**src/verilog/core_settings.svh**
```systemverilog
`ifndef CORE_SETTINGS_SVH
`define CORE_SETTINGS_SVH

// width of the integer data path
`define XLEN    32

// architectural registers, register 0 reads as zero
`define RF_REGS 32

// immediate payload carried with the decoded instruction
`define IMM_W   12

`endif

```
**src/verilog/p_isa_types.sv**
```systemverilog
`include "core_settings.svh"

package p_isa_types;

   typedef logic [4:0]        rf_add;  // register address
   typedef logic [`XLEN-1:0]  word_t;  // data word
   typedef logic [`IMM_W-1:0] imm_t;   // immediate payload
   typedef logic [2:0]        f_part;  // function code
   typedef logic [1:0]        ictrl;   // instruction control
   typedef logic              sctrl;   // source control, set selects immediate
   typedef logic [3:0]        fwd_t;   // forwarding flags for EX

   // function codes
   parameter f_part F_ADD = 3'd0;
   parameter f_part F_SUB = 3'd1;
   parameter f_part F_AND = 3'd2;
   parameter f_part F_OR  = 3'd3;
   parameter f_part F_XOR = 3'd4;
   parameter f_part F_SLL = 3'd5;
   parameter f_part F_MUL = 3'd6;   // late result, done in MA

   // ictrl bit positions
   parameter int ICTRL_WRD  = 0;    // instruction writes rd
   parameter int ICTRL_LATE = 1;    // result only available after MA

   // fwd_t bit positions
   parameter int FWD_EX_OP1 = 0;    // op1 from EXMA result
   parameter int FWD_EX_OP2 = 1;    // op2 from EXMA result
   parameter int FWD_WB_OP1 = 2;    // op1 from MAWB result
   parameter int FWD_WB_OP2 = 3;    // op2 from MAWB result

endpackage

```
**src/verilog/p_pipe_regs.sv**
```systemverilog
package p_pipe_regs;

   import p_isa_types::*;

   // decoded instruction from ID
   typedef struct packed {
      f_part              f;
      rf_add              rs1;
      rf_add              rs2;
      rf_add              rd;
      imm_t               payload;   // sign-extended when sctrl set
      p_isa_types::sctrl  sctrl;
      p_isa_types::ictrl  ictrl;     // zero means empty slot
   } idop_t;

   // operand stage register
   typedef struct packed {
      word_t              op1;
      word_t              op2;
      f_part              f;
      rf_add              rd;
      p_isa_types::ictrl  ictrl;
      fwd_t               fwd;       // late operand selection in EX
   } opex_t;

   // execute stage register
   typedef struct packed {
      word_t              val;       // ALU result, or op1 of a late instruction
      word_t              op2;
      f_part              f;
      rf_add              rd;
      p_isa_types::ictrl  ictrl;
   } exma_t;

   // memory-access stage register, feeds writeback
   typedef struct packed {
      word_t              val;
      rf_add              rd;
      p_isa_types::ictrl  ictrl;
   } mawb_t;

endpackage

```
**src/verilog/register_file.sv**
```systemverilog
`timescale 1ns/1ps
`include "core_settings.svh"

module register_file
   import p_isa_types::*, p_pipe_regs::*;
(
   input  logic  s_clk_i,      // core clock
   input  logic  arst_n_i,     // async reset, active low

   input  rf_add rs1_i,        // read address, port 1
   input  rf_add rs2_i,        // read address, port 2
   output word_t rd_data1_o,
   output word_t rd_data2_o,

   input  mawb_t wb_i          // writeback entry from MAWB
);

   word_t regs [`RF_REGS];
   logic  wr_en;

   // only real writers of a nonzero rd
   assign wr_en = wb_i.ictrl[ICTRL_WRD] && (wb_i.rd != '0);

   always_ff @(posedge s_clk_i or negedge arst_n_i) begin
      if (!arst_n_i) begin
         for (int i = 0; i < `RF_REGS; i++) begin
            regs[i] <= '0;
         end
      end else if (wr_en) begin
         regs[wb_i.rd] <= wb_i.val;
      end
   end

   // asynchronous reads, x0 hardwired
   assign rd_data1_o = (rs1_i == '0) ? '0 : regs[rs1_i];
   assign rd_data2_o = (rs2_i == '0) ? '0 : regs[rs2_i];

endmodule

```
**src/verilog/preparer.sv**
```systemverilog
`timescale 1ns/1ps
`include "core_settings.svh"

module preparer
   import p_isa_types::*, p_pipe_regs::*;
(
   input  idop_t idop_i,       // incoming decoded instruction
   input  word_t p1_i,         // register file value for rs1
   input  word_t p2_i,         // register file value for rs2

   input  opex_t opex_i,       // instruction currently in OPEX
   input  exma_t exma_i,       // instruction currently in EXMA
   input  mawb_t mawb_i,       // instruction currently in MAWB

   output word_t operand1_o,
   output word_t operand2_o,
   output fwd_t  fwd_o,        // deferred selection for EX
   output logic  bubble_o      // late producer directly ahead
);

   logic  opex_wr, exma_wr, mawb_wr;
   logic  ex1, ex2, wb1, wb2;
   logic  bub1, bub2;
   word_t val1, val2;
   word_t imm_ext;

   // a stage only matters if it writes a nonzero rd, so x0 never matches
   assign opex_wr = opex_i.ictrl[ICTRL_WRD] && (opex_i.rd != '0);
   assign exma_wr = exma_i.ictrl[ICTRL_WRD] && (exma_i.rd != '0);
   assign mawb_wr = mawb_i.ictrl[ICTRL_WRD] && (mawb_i.rd != '0);

   assign imm_ext = {{(`XLEN-`IMM_W){idop_i.payload[`IMM_W-1]}}, idop_i.payload};

   // youngest producer wins
   function automatic void resolve(
      input  rf_add rs,
      input  word_t rf_val,
      output logic  ex_fwd,
      output logic  wb_fwd,
      output logic  bub,
      output word_t val
   );
      ex_fwd = 1'b0;
      wb_fwd = 1'b0;
      bub    = 1'b0;
      val    = rf_val;
      if (opex_wr && (rs == opex_i.rd)) begin
         if (opex_i.ictrl[ICTRL_LATE]) begin
            bub = 1'b1;           // product exists only after MA
         end else begin
            ex_fwd = 1'b1;        // take EXMA result next cycle
         end
      end else if (exma_wr && (rs == exma_i.rd)) begin
         wb_fwd = 1'b1;           // will sit in MAWB next cycle
      end else if (mawb_wr && (rs == mawb_i.rd)) begin
         val = mawb_i.val;        // rf write not yet visible
      end
   endfunction

   always_comb begin
      resolve(idop_i.rs1, p1_i, ex1, wb1, bub1, val1);
      resolve(idop_i.rs2, p2_i, ex2, wb2, bub2, val2);

      operand1_o             = val1;
      operand2_o             = val2;
      fwd_o                  = '0;
      fwd_o[FWD_EX_OP1]      = ex1;
      fwd_o[FWD_WB_OP1]      = wb1;
      fwd_o[FWD_EX_OP2]      = ex2;
      fwd_o[FWD_WB_OP2]      = wb2;

      // immediate operand, rs2 is ignored
      if (idop_i.sctrl) begin
         operand2_o          = imm_ext;
         fwd_o[FWD_EX_OP2]   = 1'b0;
         fwd_o[FWD_WB_OP2]   = 1'b0;
      end

      // empty slot never asks for a bubble
      bubble_o = (idop_i.ictrl != '0) && (bub1 || (bub2 && !idop_i.sctrl));
   end

endmodule

```
**src/verilog/pipeline_op.sv**
```systemverilog
`timescale 1ns/1ps

module pipeline_op
   import p_isa_types::*, p_pipe_regs::*;
(
   input  logic  s_clk_i,      // core clock
   input  logic  arst_n_i,     // async reset, active low

   input  idop_t idop_i,       // decoded instruction
   input  logic  in_valid_i,   // idop_i carries a real instruction
   input  logic  mem_wait_i,   // hold from MA

   input  word_t p1_i,         // register file read data
   input  word_t p2_i,

   input  exma_t exma_i,
   input  mawb_t mawb_i,

   output opex_t opex_o,
   output logic  stall_o       // ID must hold its instruction
);

   // OPEX register, split by write enable
   ictrl  ictrl_q;             // essential
   rf_add rd_q;                // auxiliary
   f_part f_q;
   word_t op1_q, op2_q;        // operand group
   fwd_t  fwd_q;

   logic  bubble, bubble_req;
   logic  stall_op, flush_op, op_empty;
   logic  we_esn, we_aux, we_fwd;
   word_t operand1, operand2;
   fwd_t  forward;
   ictrl  w_ictrl;
   word_t w_op1, w_op2;
   fwd_t  w_fwd;

   assign opex_o = '{op1: op1_q, op2: op2_q, f: f_q, rd: rd_q, ictrl: ictrl_q, fwd: fwd_q};

   preparer preparer_inst (
      .idop_i     (idop_i),
      .p1_i       (p1_i),
      .p2_i       (p2_i),
      .opex_i     (opex_o),
      .exma_i     (exma_i),
      .mawb_i     (mawb_i),
      .operand1_o (operand1),
      .operand2_o (operand2),
      .fwd_o      (forward),
      .bubble_o   (bubble)
   );

   assign bubble_req = bubble && in_valid_i;
   assign stall_o    = bubble_req || mem_wait_i;
   assign stall_op   = mem_wait_i;
   assign flush_op   = bubble_req && !stall_op;     // memory wait overrides the bubble
   assign op_empty   = !in_valid_i || (idop_i.ictrl == '0);

   assign we_esn = !stall_op;
   assign we_aux = !(flush_op || stall_op || op_empty);
   // pending MAWB operands must be grabbed before MAWB empties
   assign we_fwd = we_aux || ((fwd_q[FWD_WB_OP2:FWD_WB_OP1] != 2'b00) && stall_op);

   assign w_ictrl = (flush_op || op_empty) ? '0 : idop_i.ictrl;

   always_comb begin
      w_op1 = operand1;
      w_op2 = operand2;
      w_fwd = forward;
      if (stall_op) begin
         // capture writeback value into the held operands
         w_op1 = fwd_q[FWD_WB_OP1] ? mawb_i.val : op1_q;
         w_op2 = fwd_q[FWD_WB_OP2] ? mawb_i.val : op2_q;
         w_fwd = {2'b00, fwd_q[FWD_EX_OP2:FWD_EX_OP1]};   // EXMA holds too
      end
   end

   always_ff @(posedge s_clk_i or negedge arst_n_i) begin
      if (!arst_n_i) begin
         ictrl_q <= '0;
      end else if (we_esn) begin
         ictrl_q <= w_ictrl;
      end
   end

   always_ff @(posedge s_clk_i) begin
      if (we_aux) begin
         rd_q <= idop_i.rd;
         f_q  <= idop_i.f;
      end
   end

   always_ff @(posedge s_clk_i) begin
      if (we_fwd) begin
         op1_q <= w_op1;
         op2_q <= w_op2;
         fwd_q <= w_fwd;
      end
   end

endmodule

```
**src/verilog/pipeline_ex.sv**
```systemverilog
`timescale 1ns/1ps

module pipeline_ex
   import p_isa_types::*, p_pipe_regs::*;
(
   input  logic  s_clk_i,      // core clock
   input  logic  arst_n_i,     // async reset, active low

   input  opex_t opex_i,       // prepared instruction
   input  mawb_t mawb_i,       // writeback entry, forwarding source
   input  logic  mem_wait_i,   // hold EXMA

   output exma_t exma_o
);

   ictrl  ictrl_q;             // essential, reset
   word_t val_q, op2_q;
   f_part f_q;
   rf_add rd_q;

   word_t a1, a2, result;
   logic  we_esn, we_aux;

   assign exma_o = '{val: val_q, op2: op2_q, f: f_q, rd: rd_q, ictrl: ictrl_q};

   // resolve deferred operands
   assign a1 = opex_i.fwd[FWD_EX_OP1] ? val_q      :
               opex_i.fwd[FWD_WB_OP1] ? mawb_i.val : opex_i.op1;
   assign a2 = opex_i.fwd[FWD_EX_OP2] ? val_q      :
               opex_i.fwd[FWD_WB_OP2] ? mawb_i.val : opex_i.op2;

   always_comb begin
      case (opex_i.f)
         F_SUB:   result = a1 - a2;
         F_AND:   result = a1 & a2;
         F_OR:    result = a1 | a2;
         F_XOR:   result = a1 ^ a2;
         F_SLL:   result = a1 << a2[4:0];   // shamt in low 5 bits
         F_MUL:   result = a1;              // MA does the multiply
         default: result = a1 + a2;
      endcase
   end

   assign we_esn = !mem_wait_i;
   assign we_aux = !mem_wait_i && (opex_i.ictrl != '0);

   always_ff @(posedge s_clk_i or negedge arst_n_i) begin
      if (!arst_n_i) begin
         ictrl_q <= '0;
      end else if (we_esn) begin
         ictrl_q <= opex_i.ictrl;
      end
   end

   always_ff @(posedge s_clk_i) begin
      if (we_aux) begin
         val_q <= result;
         op2_q <= a2;           // second factor for a late op
         f_q   <= opex_i.f;
         rd_q  <= opex_i.rd;
      end
   end

endmodule

```
**src/verilog/pipeline_ma.sv**
```systemverilog
`timescale 1ns/1ps

module pipeline_ma
   import p_isa_types::*, p_pipe_regs::*;
(
   input  logic  s_clk_i,      // core clock
   input  logic  arst_n_i,     // async reset, active low

   input  exma_t exma_i,       // instruction leaving EX
   input  logic  mem_wait_i,   // memory not ready

   output mawb_t mawb_o        // writeback entry
);

   ictrl  ictrl_q;             // essential, reset
   word_t val_q;
   rf_add rd_q;

   word_t product;
   logic  is_mul;

   assign mawb_o = '{val: val_q, rd: rd_q, ictrl: ictrl_q};

   // low half of the product only
   assign product = exma_i.val * exma_i.op2;
   assign is_mul  = exma_i.ictrl[ICTRL_LATE] && (exma_i.f == F_MUL);

   always_ff @(posedge s_clk_i or negedge arst_n_i) begin
      if (!arst_n_i) begin
         ictrl_q <= '0;
      end else begin
         ictrl_q <= mem_wait_i ? '0 : exma_i.ictrl;   // empty slot while waiting
      end
   end

   always_ff @(posedge s_clk_i) begin
      if (!mem_wait_i && (exma_i.ictrl != '0)) begin
         val_q <= is_mul ? product : exma_i.val;
         rd_q  <= exma_i.rd;
      end
   end

endmodule

```
**src/verilog/op_pipe_top.sv**
```systemverilog
`timescale 1ns/1ps

module op_pipe_top
   import p_isa_types::*, p_pipe_regs::*;
(
   input  logic  s_clk_i,      // core clock
   input  logic  arst_n_i,     // async reset, active low

   input  idop_t idop_i,       // decoded instruction from ID
   input  logic  in_valid_i,
   input  logic  mem_wait_i,   // memory wait level

   output logic  stall_o,
   output logic  wb_valid_o,   // writeback strobe
   output rf_add wb_rd_o,
   output word_t wb_val_o
);

   word_t p1, p2;
   opex_t opex;
   exma_t exma;
   mawb_t mawb;

   // reads straight from ID addresses
   register_file register_file_inst (
      .s_clk_i    (s_clk_i),
      .arst_n_i   (arst_n_i),
      .rs1_i      (idop_i.rs1),
      .rs2_i      (idop_i.rs2),
      .rd_data1_o (p1),
      .rd_data2_o (p2),
      .wb_i       (mawb)
   );

   pipeline_op pipeline_op_inst (
      .s_clk_i    (s_clk_i),
      .arst_n_i   (arst_n_i),
      .idop_i     (idop_i),
      .in_valid_i (in_valid_i),
      .mem_wait_i (mem_wait_i),
      .p1_i       (p1),
      .p2_i       (p2),
      .exma_i     (exma),
      .mawb_i     (mawb),
      .opex_o     (opex),
      .stall_o    (stall_o)
   );

   pipeline_ex pipeline_ex_inst (
      .s_clk_i    (s_clk_i),
      .arst_n_i   (arst_n_i),
      .opex_i     (opex),
      .mawb_i     (mawb),
      .mem_wait_i (mem_wait_i),
      .exma_o     (exma)
   );

   pipeline_ma pipeline_ma_inst (
      .s_clk_i    (s_clk_i),
      .arst_n_i   (arst_n_i),
      .exma_i     (exma),
      .mem_wait_i (mem_wait_i),
      .mawb_o     (mawb)
   );

   assign wb_valid_o = mawb.ictrl[ICTRL_WRD];
   assign wb_rd_o    = mawb.rd;
   assign wb_val_o   = mawb.val;

endmodule

```
**config.mk**
```make
export PLATFORM = sky130hd
export DESIGN_NAME = op_pipe_top
export DESIGN_NICKNAME = d
export VERILOG_FILES = /design/src/verilog/p_isa_types.sv /design/src/verilog/p_pipe_regs.sv /design/src/verilog/register_file.sv /design/src/verilog/preparer.sv /design/src/verilog/pipeline_op.sv /design/src/verilog/pipeline_ex.sv /design/src/verilog/pipeline_ma.sv /design/src/verilog/op_pipe_top.sv
export VERILOG_INCLUDE_DIRS = /design/src /design/src/verilog
export SDC_FILE = /design/constraint.sdc
export NUM_CORES = 2
export LEC_CHECK = 0
export BUFFER_PORTS_ARGS = -buffer_cell sky130_fd_sc_hd__buf_4
export CORE_UTILIZATION = 25
export DETAILED_ROUTE_END_ITERATION = 6
export GPL_ROUTABILITY_DRIVEN = 0
export PLACE_DENSITY = 0.48
export SETUP_SLACK_MARGIN = 0.05
export SLEW_MARGIN = 20
export SYNTH_ARGS = -nofsm -noshare
export SYNTH_HDL_FRONTEND = slang
export SYNTH_SLANG_ARGS = --single-unit
```
**constraint.sdc**
```tcl
create_clock -name s_clk_i -period 9.5 [get_ports s_clk_i]
set_clock_uncertainty 0.2 [all_clocks]
set_input_delay 1.9 -clock s_clk_i [delete_from_list [all_inputs] [get_ports s_clk_i]]
set_output_delay 1.9 -clock s_clk_i [all_outputs]
set_load 0.05 [all_outputs]
```
* Word level (Yosys, flattened, before mapping)
Cells that the tools add are included.
** Word-level totals
- Register bits after elaboration :: 1214
- Input port bits :: 37
- Logic and storage cells :: 155
** Operators by class
- Add/subtract/negate cells :: 2
- Multiply operators :: 1
- Magnitude comparators :: 4
- Equal/unequal tests :: 13
- Shift-type cells :: 1
- Muxes and demuxes :: 34
- Bitwise operators :: 8
- Reductions and logical operators :: 43
** Operators with widths (count)
- 1024-bit bitwise mux :: 1
- 32-bit 2-to-1 mux :: 21
- 32-bit binary-select mux with 5-bit select :: 2
- 32-bit case mux with 6 select lines :: 1
- 32-bit demux with 5-bit select :: 1
- 32-bit adder :: 1
- 32-bit AND :: 1
- 32-bit by 32-bit multiplier with 32-bit output :: 1
- 32-bit bitwise OR :: 1
- 32-bit by 5-bit left shift with 32-bit output :: 1
- 32-bit subtractor :: 1
- 32-bit bitwise XOR :: 1
- 5-bit == test :: 6
- 6-bit greater-or-equal comparator, second input constant :: 3
- 1-bit logical AND :: 18
- 5-bit inverter with 6-bit output :: 3
- 5-bit nonzero test :: 3
- 3-bit == test, second input constant :: 4
- 5-bit logical NOT :: 2
- 2-bit nonzero test :: 4
- 1-bit logical OR :: 7
- 1-bit 2-to-1 mux :: 7
- 3-bit by 2-bit == test with 1-bit output, second input constant :: 2
- 6-bit by 1-bit < comparator with 1-bit output, second input constant :: 1
- other kinds (8) :: 13

* Longest topological paths before layout
- Depth after elaboration :: 14
- Mapped depth :: 27

* Cells and area by module
Synthesis repeated with hierarchy kept, for this count alone.
** Second synthesis, totals
- Cells, all modules :: 7166
- Area total of the unflattened synthesis :: 86509.2 um^2
** Modules (own cells, without submodules)
- register_file :: times used 1, cells each 3621, area an instance 54369.6 um^2
- pipeline_ma :: times used 1, cells each 1863, area an instance 17392.9 um^2
- pipeline_ex :: times used 1, cells each 1180, area an instance 9708.1 um^2
- pipeline_op :: times used 1, cells each 269, area an instance 3176.8 um^2
- preparer :: times used 1, cells each 233, area an instance 1861.8 um^2

* Least setup slack after synthesis
Ideal clock, no wire load.
- Path kind :: input to register
- From :: in idop_i[29] (netlist bit)
- To :: reg pipeline_op_inst.fwd_q[2], enable pin
- Arrival time :: 7.852 ns
- Required time :: 8.718 ns
- Slack :: 0.866 ns
- Cell stages on the path :: 8
- Buffers on the path :: 1
- Cells stage by stage :: clkbuf_1 -> xnor2_1 -> nand3_1 -> or4_1 -> o21ai_0 -> o2111ai_1 -> nand2b_1 -> o21ai_0
** Between the ends
- Longest elaborated chain between the ends :: 11
** RTL lines
- start: declaration :: RTL line op_pipe_top.sv:9 : input idop_t idop_i,
- 5-bit == test :: RTL line preparer.sv:47 : if (opex_wr && (rs == opex_i.rd)) begin
- 1-bit logical AND :: RTL line preparer.sv:47
- 1-bit 2-to-1 mux :: RTL line preparer.sv:47
- 1-bit logical OR :: RTL line preparer.sv:80 : bubble_o = (idop_i.ictrl != '0) && (bub1 || (bub2 && !idop_i.sctrl));
- 1-bit logical AND :: RTL line preparer.sv:80
- 1-bit logical AND :: RTL line pipeline_op.sv:54 : assign bubble_req = bubble && in_valid_i;
- 1-bit logical AND :: RTL line pipeline_op.sv:57 : assign flush_op = bubble_req && !stall_op;
- 1-bit logical OR (2 in a row) :: RTL line pipeline_op.sv:61 : assign we_aux = !(flush_op || stall_op || op_empty);
- 1-bit logical NOT :: RTL line pipeline_op.sv:61
- 1-bit logical OR :: RTL line pipeline_op.sv:63 : assign we_fwd = we_aux || ((fwd_q[FWD_WB_OP2:FWD_WB_OP1] != 2'b00) && stall_op);
- net pipeline_op_inst.we_fwd :: RTL line pipeline_op.sv:32 : logic we_esn, we_aux, we_fwd;
- end signal: assignment :: RTL line pipeline_op.sv:98 : fwd_q <= w_fwd;
- end: declaration :: RTL line pipeline_op.sv:28 : fwd_t fwd_q;
The timed path passes the listed nets, and every way through them passes these cells.
A chain may end at the register's enable or synchronous reset.

* Worst setup path in the final report
- From :: reg pipeline_ex_inst.op2_q[3]
- To :: reg pipeline_ma_inst.val_q[31], data pin
** Between the ends
- Longest elaborated chain between the ends :: 2
** RTL lines
- start: declaration :: RTL line pipeline_ex.sv:17 : word_t val_q, op2_q;
- start signal: assignment :: RTL line pipeline_ex.sv:58 : op2_q <= a2;
- 32-bit by 32-bit multiplier with 32-bit output :: RTL line pipeline_ma.sv:25 : assign product = exma_i.val * exma_i.op2;
- 32-bit 2-to-1 mux :: RTL line pipeline_ma.sv:38 : val_q <= is_mul ? product : exma_i.val;
- end signal: assignment :: RTL line pipeline_ma.sv:38
- end: declaration :: RTL line pipeline_ma.sv:16 : word_t val_q;
Every way passes these cells.

==> results.tsv <==
metric	value	unit
crit_slowest_cell	edfxtp_1	
crit_chain	and2_1 > fa_1 > inv_1 > fa_1 > fa_1 > fa_1 > inv_1 > fa_1 > inv_1 > fa_1 > inv_1 > fa_1 > fa_1 > ha_1 > and3_1 > and2_1 > and3_1 > o211a_1 > o211a_1 > a2111oi_0 > a21oi_1 > xnor2_1 > o21ai_0	
finalHoldViolCount	0	
fin_setup_tns	0	ps
rsz0062_at_grt	false	
fmax	119	MHz
synth-edff-count	185	
placed_cells	11100	
num_vias	58200	
wire_per_inst	26.8	um
met3_usage	2.07	%
top_usage_layer	met2	
cts_root_buf	clkbuf_16	
syn_nets	7618	
fin_crit	8420	ps
slew_headroom	14.8	%
final_antenna_net_count	0	
cts_buffers	147	
hold_class	reg -> reg	
yosys_warnings	0	
cts.sinks	1214	
p_int	17500	uW
nFillCells	34500	
r2r-start	pipeline_ex_inst.op2_q[3]	
clock_path_buffers	3	
grt_max_degree	174	
comb_power_share	63.1	%
cp.arrival	8780	ps
r2r_slack	1080	ps
status	completed	
detail_route.vias_per_cell	5.11	
grtUsageMet1	23.4	%
powerDensity	336	nW/um^2
grt_pass1_wl	444000	um
coreArea	338000	um^2
total_leakage_power	0.0423	uW
postCtsHoldBufs	0	
dp_hpwl	195000	um
die_h	585	um
nNetsFinal	7410	
power.net_switching	14700	uW
die-area	342000	um^2
grt-ovfl-total	0	
yosys_most_used_dff	dfrtp_1	
startpoint	pipeline_ex_inst.op2_q[3]	
clock_latency	830	ps
ys_ff_latch	1214	
netlist_area	85000	um^2
start_util	25.2	%
clkTransAtPathRegs	60	ps
critPathCapture	pipeline_ma_inst.val_q[31]	
grt_util_all_layers	17.7	%
rows	213	
drt_iter0_markers	4585	
fin_crit_sh	88.6	%
cts_resized	0	
swShare	45.7	%
power_frac_clock	17.9	%
io_buffers	75	
timing.critical_path.mode_cell	fa_1	
syn_to_final_growth	12.4	%
layout-drive-gt1-share	31.0	%
drc	0	
critPathMaxStageDelay	1020	ps
num_io_pins	76	
irDropWorstVdd	1.14	mV
required	9860	ps
reg2reg_to	pipeline_ma_inst.val_q[31]	
seq_power_share	19.1	%
cp_max_fo	29	
die_w	585	um
stdcell_count	11400	
path_class	reg -> reg	
fin_hold_ws	194	ps
drv_cap	0	
async_flop_share	84.8	%
report.final.slew_viol_count	0	
design_area	95600	um^2
synth_cells	6952	
syn_area_per_cell	12.2	um^2
ctsHtreeMaxLevel	4	
worstMarginPinSlew	1260	ps
grt_pass1_vias	61200	
synth-seq-area-share	36.8	%
start_kind	flip-flop	
post_cts_buffers	0	
endpoint_kind	flip-flop	
wirelength	305000	um
setup_violations	0	
cts_tree	built	
firstDrtPassIters	6	
reg2regPathDepth	23	
place_area	90600	um^2
p_total	32100	uW
antenna_found_initial	24	
use_met2	29.7	%
synthDistinctLibCells	77	
[cells in the mapped netlist, drive strengths merged (6+ instances only)]
cell type  number  area (um^2)
ha            220         2750
a22oi         109          818
a211oi         11         82.6
o21bai          7         52.6
nor4            7         80.1
and2          317         1980
nand2b         14         87.6
buf           160          681
o21ai         263         1320
or2             6         37.5
mux2i         326         3310
nor3           24          125
o211ai         23          178
nand2         401         1510
clkbuf        460         1730
nand3          25          125
nor2          216          811
inv           454         1700
mux2         1129        12700
dfrtp        1029        25700
a221oi        126         1100
a21o           22          165
a31oi          23          144
xor2           50          438
o221ai         28          245
a21oi         180          901
fa            409         8190
and3           14         87.6
nor2b          34          213
o21a           26          195
mux4          454        10200
nor3b           8         60.1
or4             7         52.6
edfxtp        185         5560
xnor2         120         1050
[metrics by stage]
step / util, % / worst slack (ps)
after global routing: 28.3 / 670
after floorplan: - / 866
after global placement: 26.8 / 1070
after CTS: 28.3 / 1090
after detailed placement: 26.8 / 1130
final: 28.3 / 1080
[logic make-up (layout without fill, tap and decap cells)]
logic type / count (synthesis) / after routing / synth area share (%)
flip-flops: 1214 / 1214 / 36.8
multiplexers: 1909 / 1909 / 30.9
other: 0 / 2 / 0
AND/OR/NAND/NOR: 1088 / 1088 / 6.22
buffers and inverters: 1074 / 988 / 4.83
XOR/XNOR: 170 / 170 / 1.75
AO/OA/AOI/OAI: 868 / 868 / 6.63
adder cells (fa/ha/maj): 629 / 629 / 12.9
[worst min path at each step]
stage / from / endpoint / depth (start not counted)
final: register_file_inst.regs[1022] / register_file_inst.regs[1022] / 0
after global routing: register_file_inst.regs[1005] / register_file_inst.regs[1005] / 0
after CTS: register_file_inst.regs[1009] / register_file_inst.regs[1009] / 0
after detailed placement: register_file_inst.regs[1022] / register_file_inst.regs[1022] / 0
after global placement: register_file_inst.regs[1022] / register_file_inst.regs[1022] / 0
after floorplan: pipeline_op_inst.f_q[1] / pipeline_ex_inst.f_q[1] / 0
[layout by cell type (no fill, tap or decap), types with 120 or more instances in the layout]
cell type     n
mux2i_1     321
a221oi_1    126
xnor2_1     120
ha_1        220
edfxtp_1    185
clkbuf_16   149
dfrtp_1    1029
nand2_1     386
buf_4       246
inv_1       449
and2_1      317
nor2_1      199
fa_1        409
mux4_2      454
a21oi_1     179
mux2_2     1115
o21ai_0     251
[critical path, delay by kind of cell, from the launching register on]
kind,cells,cell delay (ps)
buf+inv,4,260
simple gates,4,900
fa+ha+maj,9,4210
compound gates,5,1330
flops,1,1020
xor+xnor,1,200
[flip-flops by register name (all words and copies together) (netlist names), 4 cells and up]
register and cells:
register_file_inst.regs 1024, pipeline_ex_inst.op2_q 32, pipeline_ex_inst.val_q 32, pipeline_ma_inst.val_q 32, pipeline_op_inst.op1_q 32, pipeline_op_inst.op2_q 32
pipeline_ex_inst.rd_q 5, pipeline_ma_inst.rd_q 5, pipeline_op_inst.rd_q 5, pipeline_op_inst.fwd_q 4
[layer usage]
metal	wire [um]	up-vias	part of all wire, %
met5	13	-	0.0043
met3	13700	474	4.5
met1	132000	31500	43
li1	-	24500	-
met4	10700	2	3.5
met2	148000	1701	49
[power groups by stage]
stage	registers, uW	logic (uW)	clock network, uW
after floorplan	6100	13700	0
final	6130	20300	5740
after detailed placement	6210	19900	0
after global routing	6180	22300	6080
after CTS	6120	20200	5870
after global placement	6180	19900	0
[layout make-up]
class | count | area, um^2 | area share [%]
Multi-Input combinational cell | 4664 | 49900 | 52.2
Sequential cell | 1214 | 31300 | 32.7
Tap cell | 4515 | 5650 | 5.91
Clock buffer | 231 | 4410 | 4.61
Timing Repair Buffer | 263 | 2140 | 2.24
Inverter | 454 | 1700 | 1.78
Clock inverter | 40 | 523 | 0.547
Antenna cell | 2 | 5.00 | 0.00523
No activity file was read; power rests on OpenSTA's default activity.
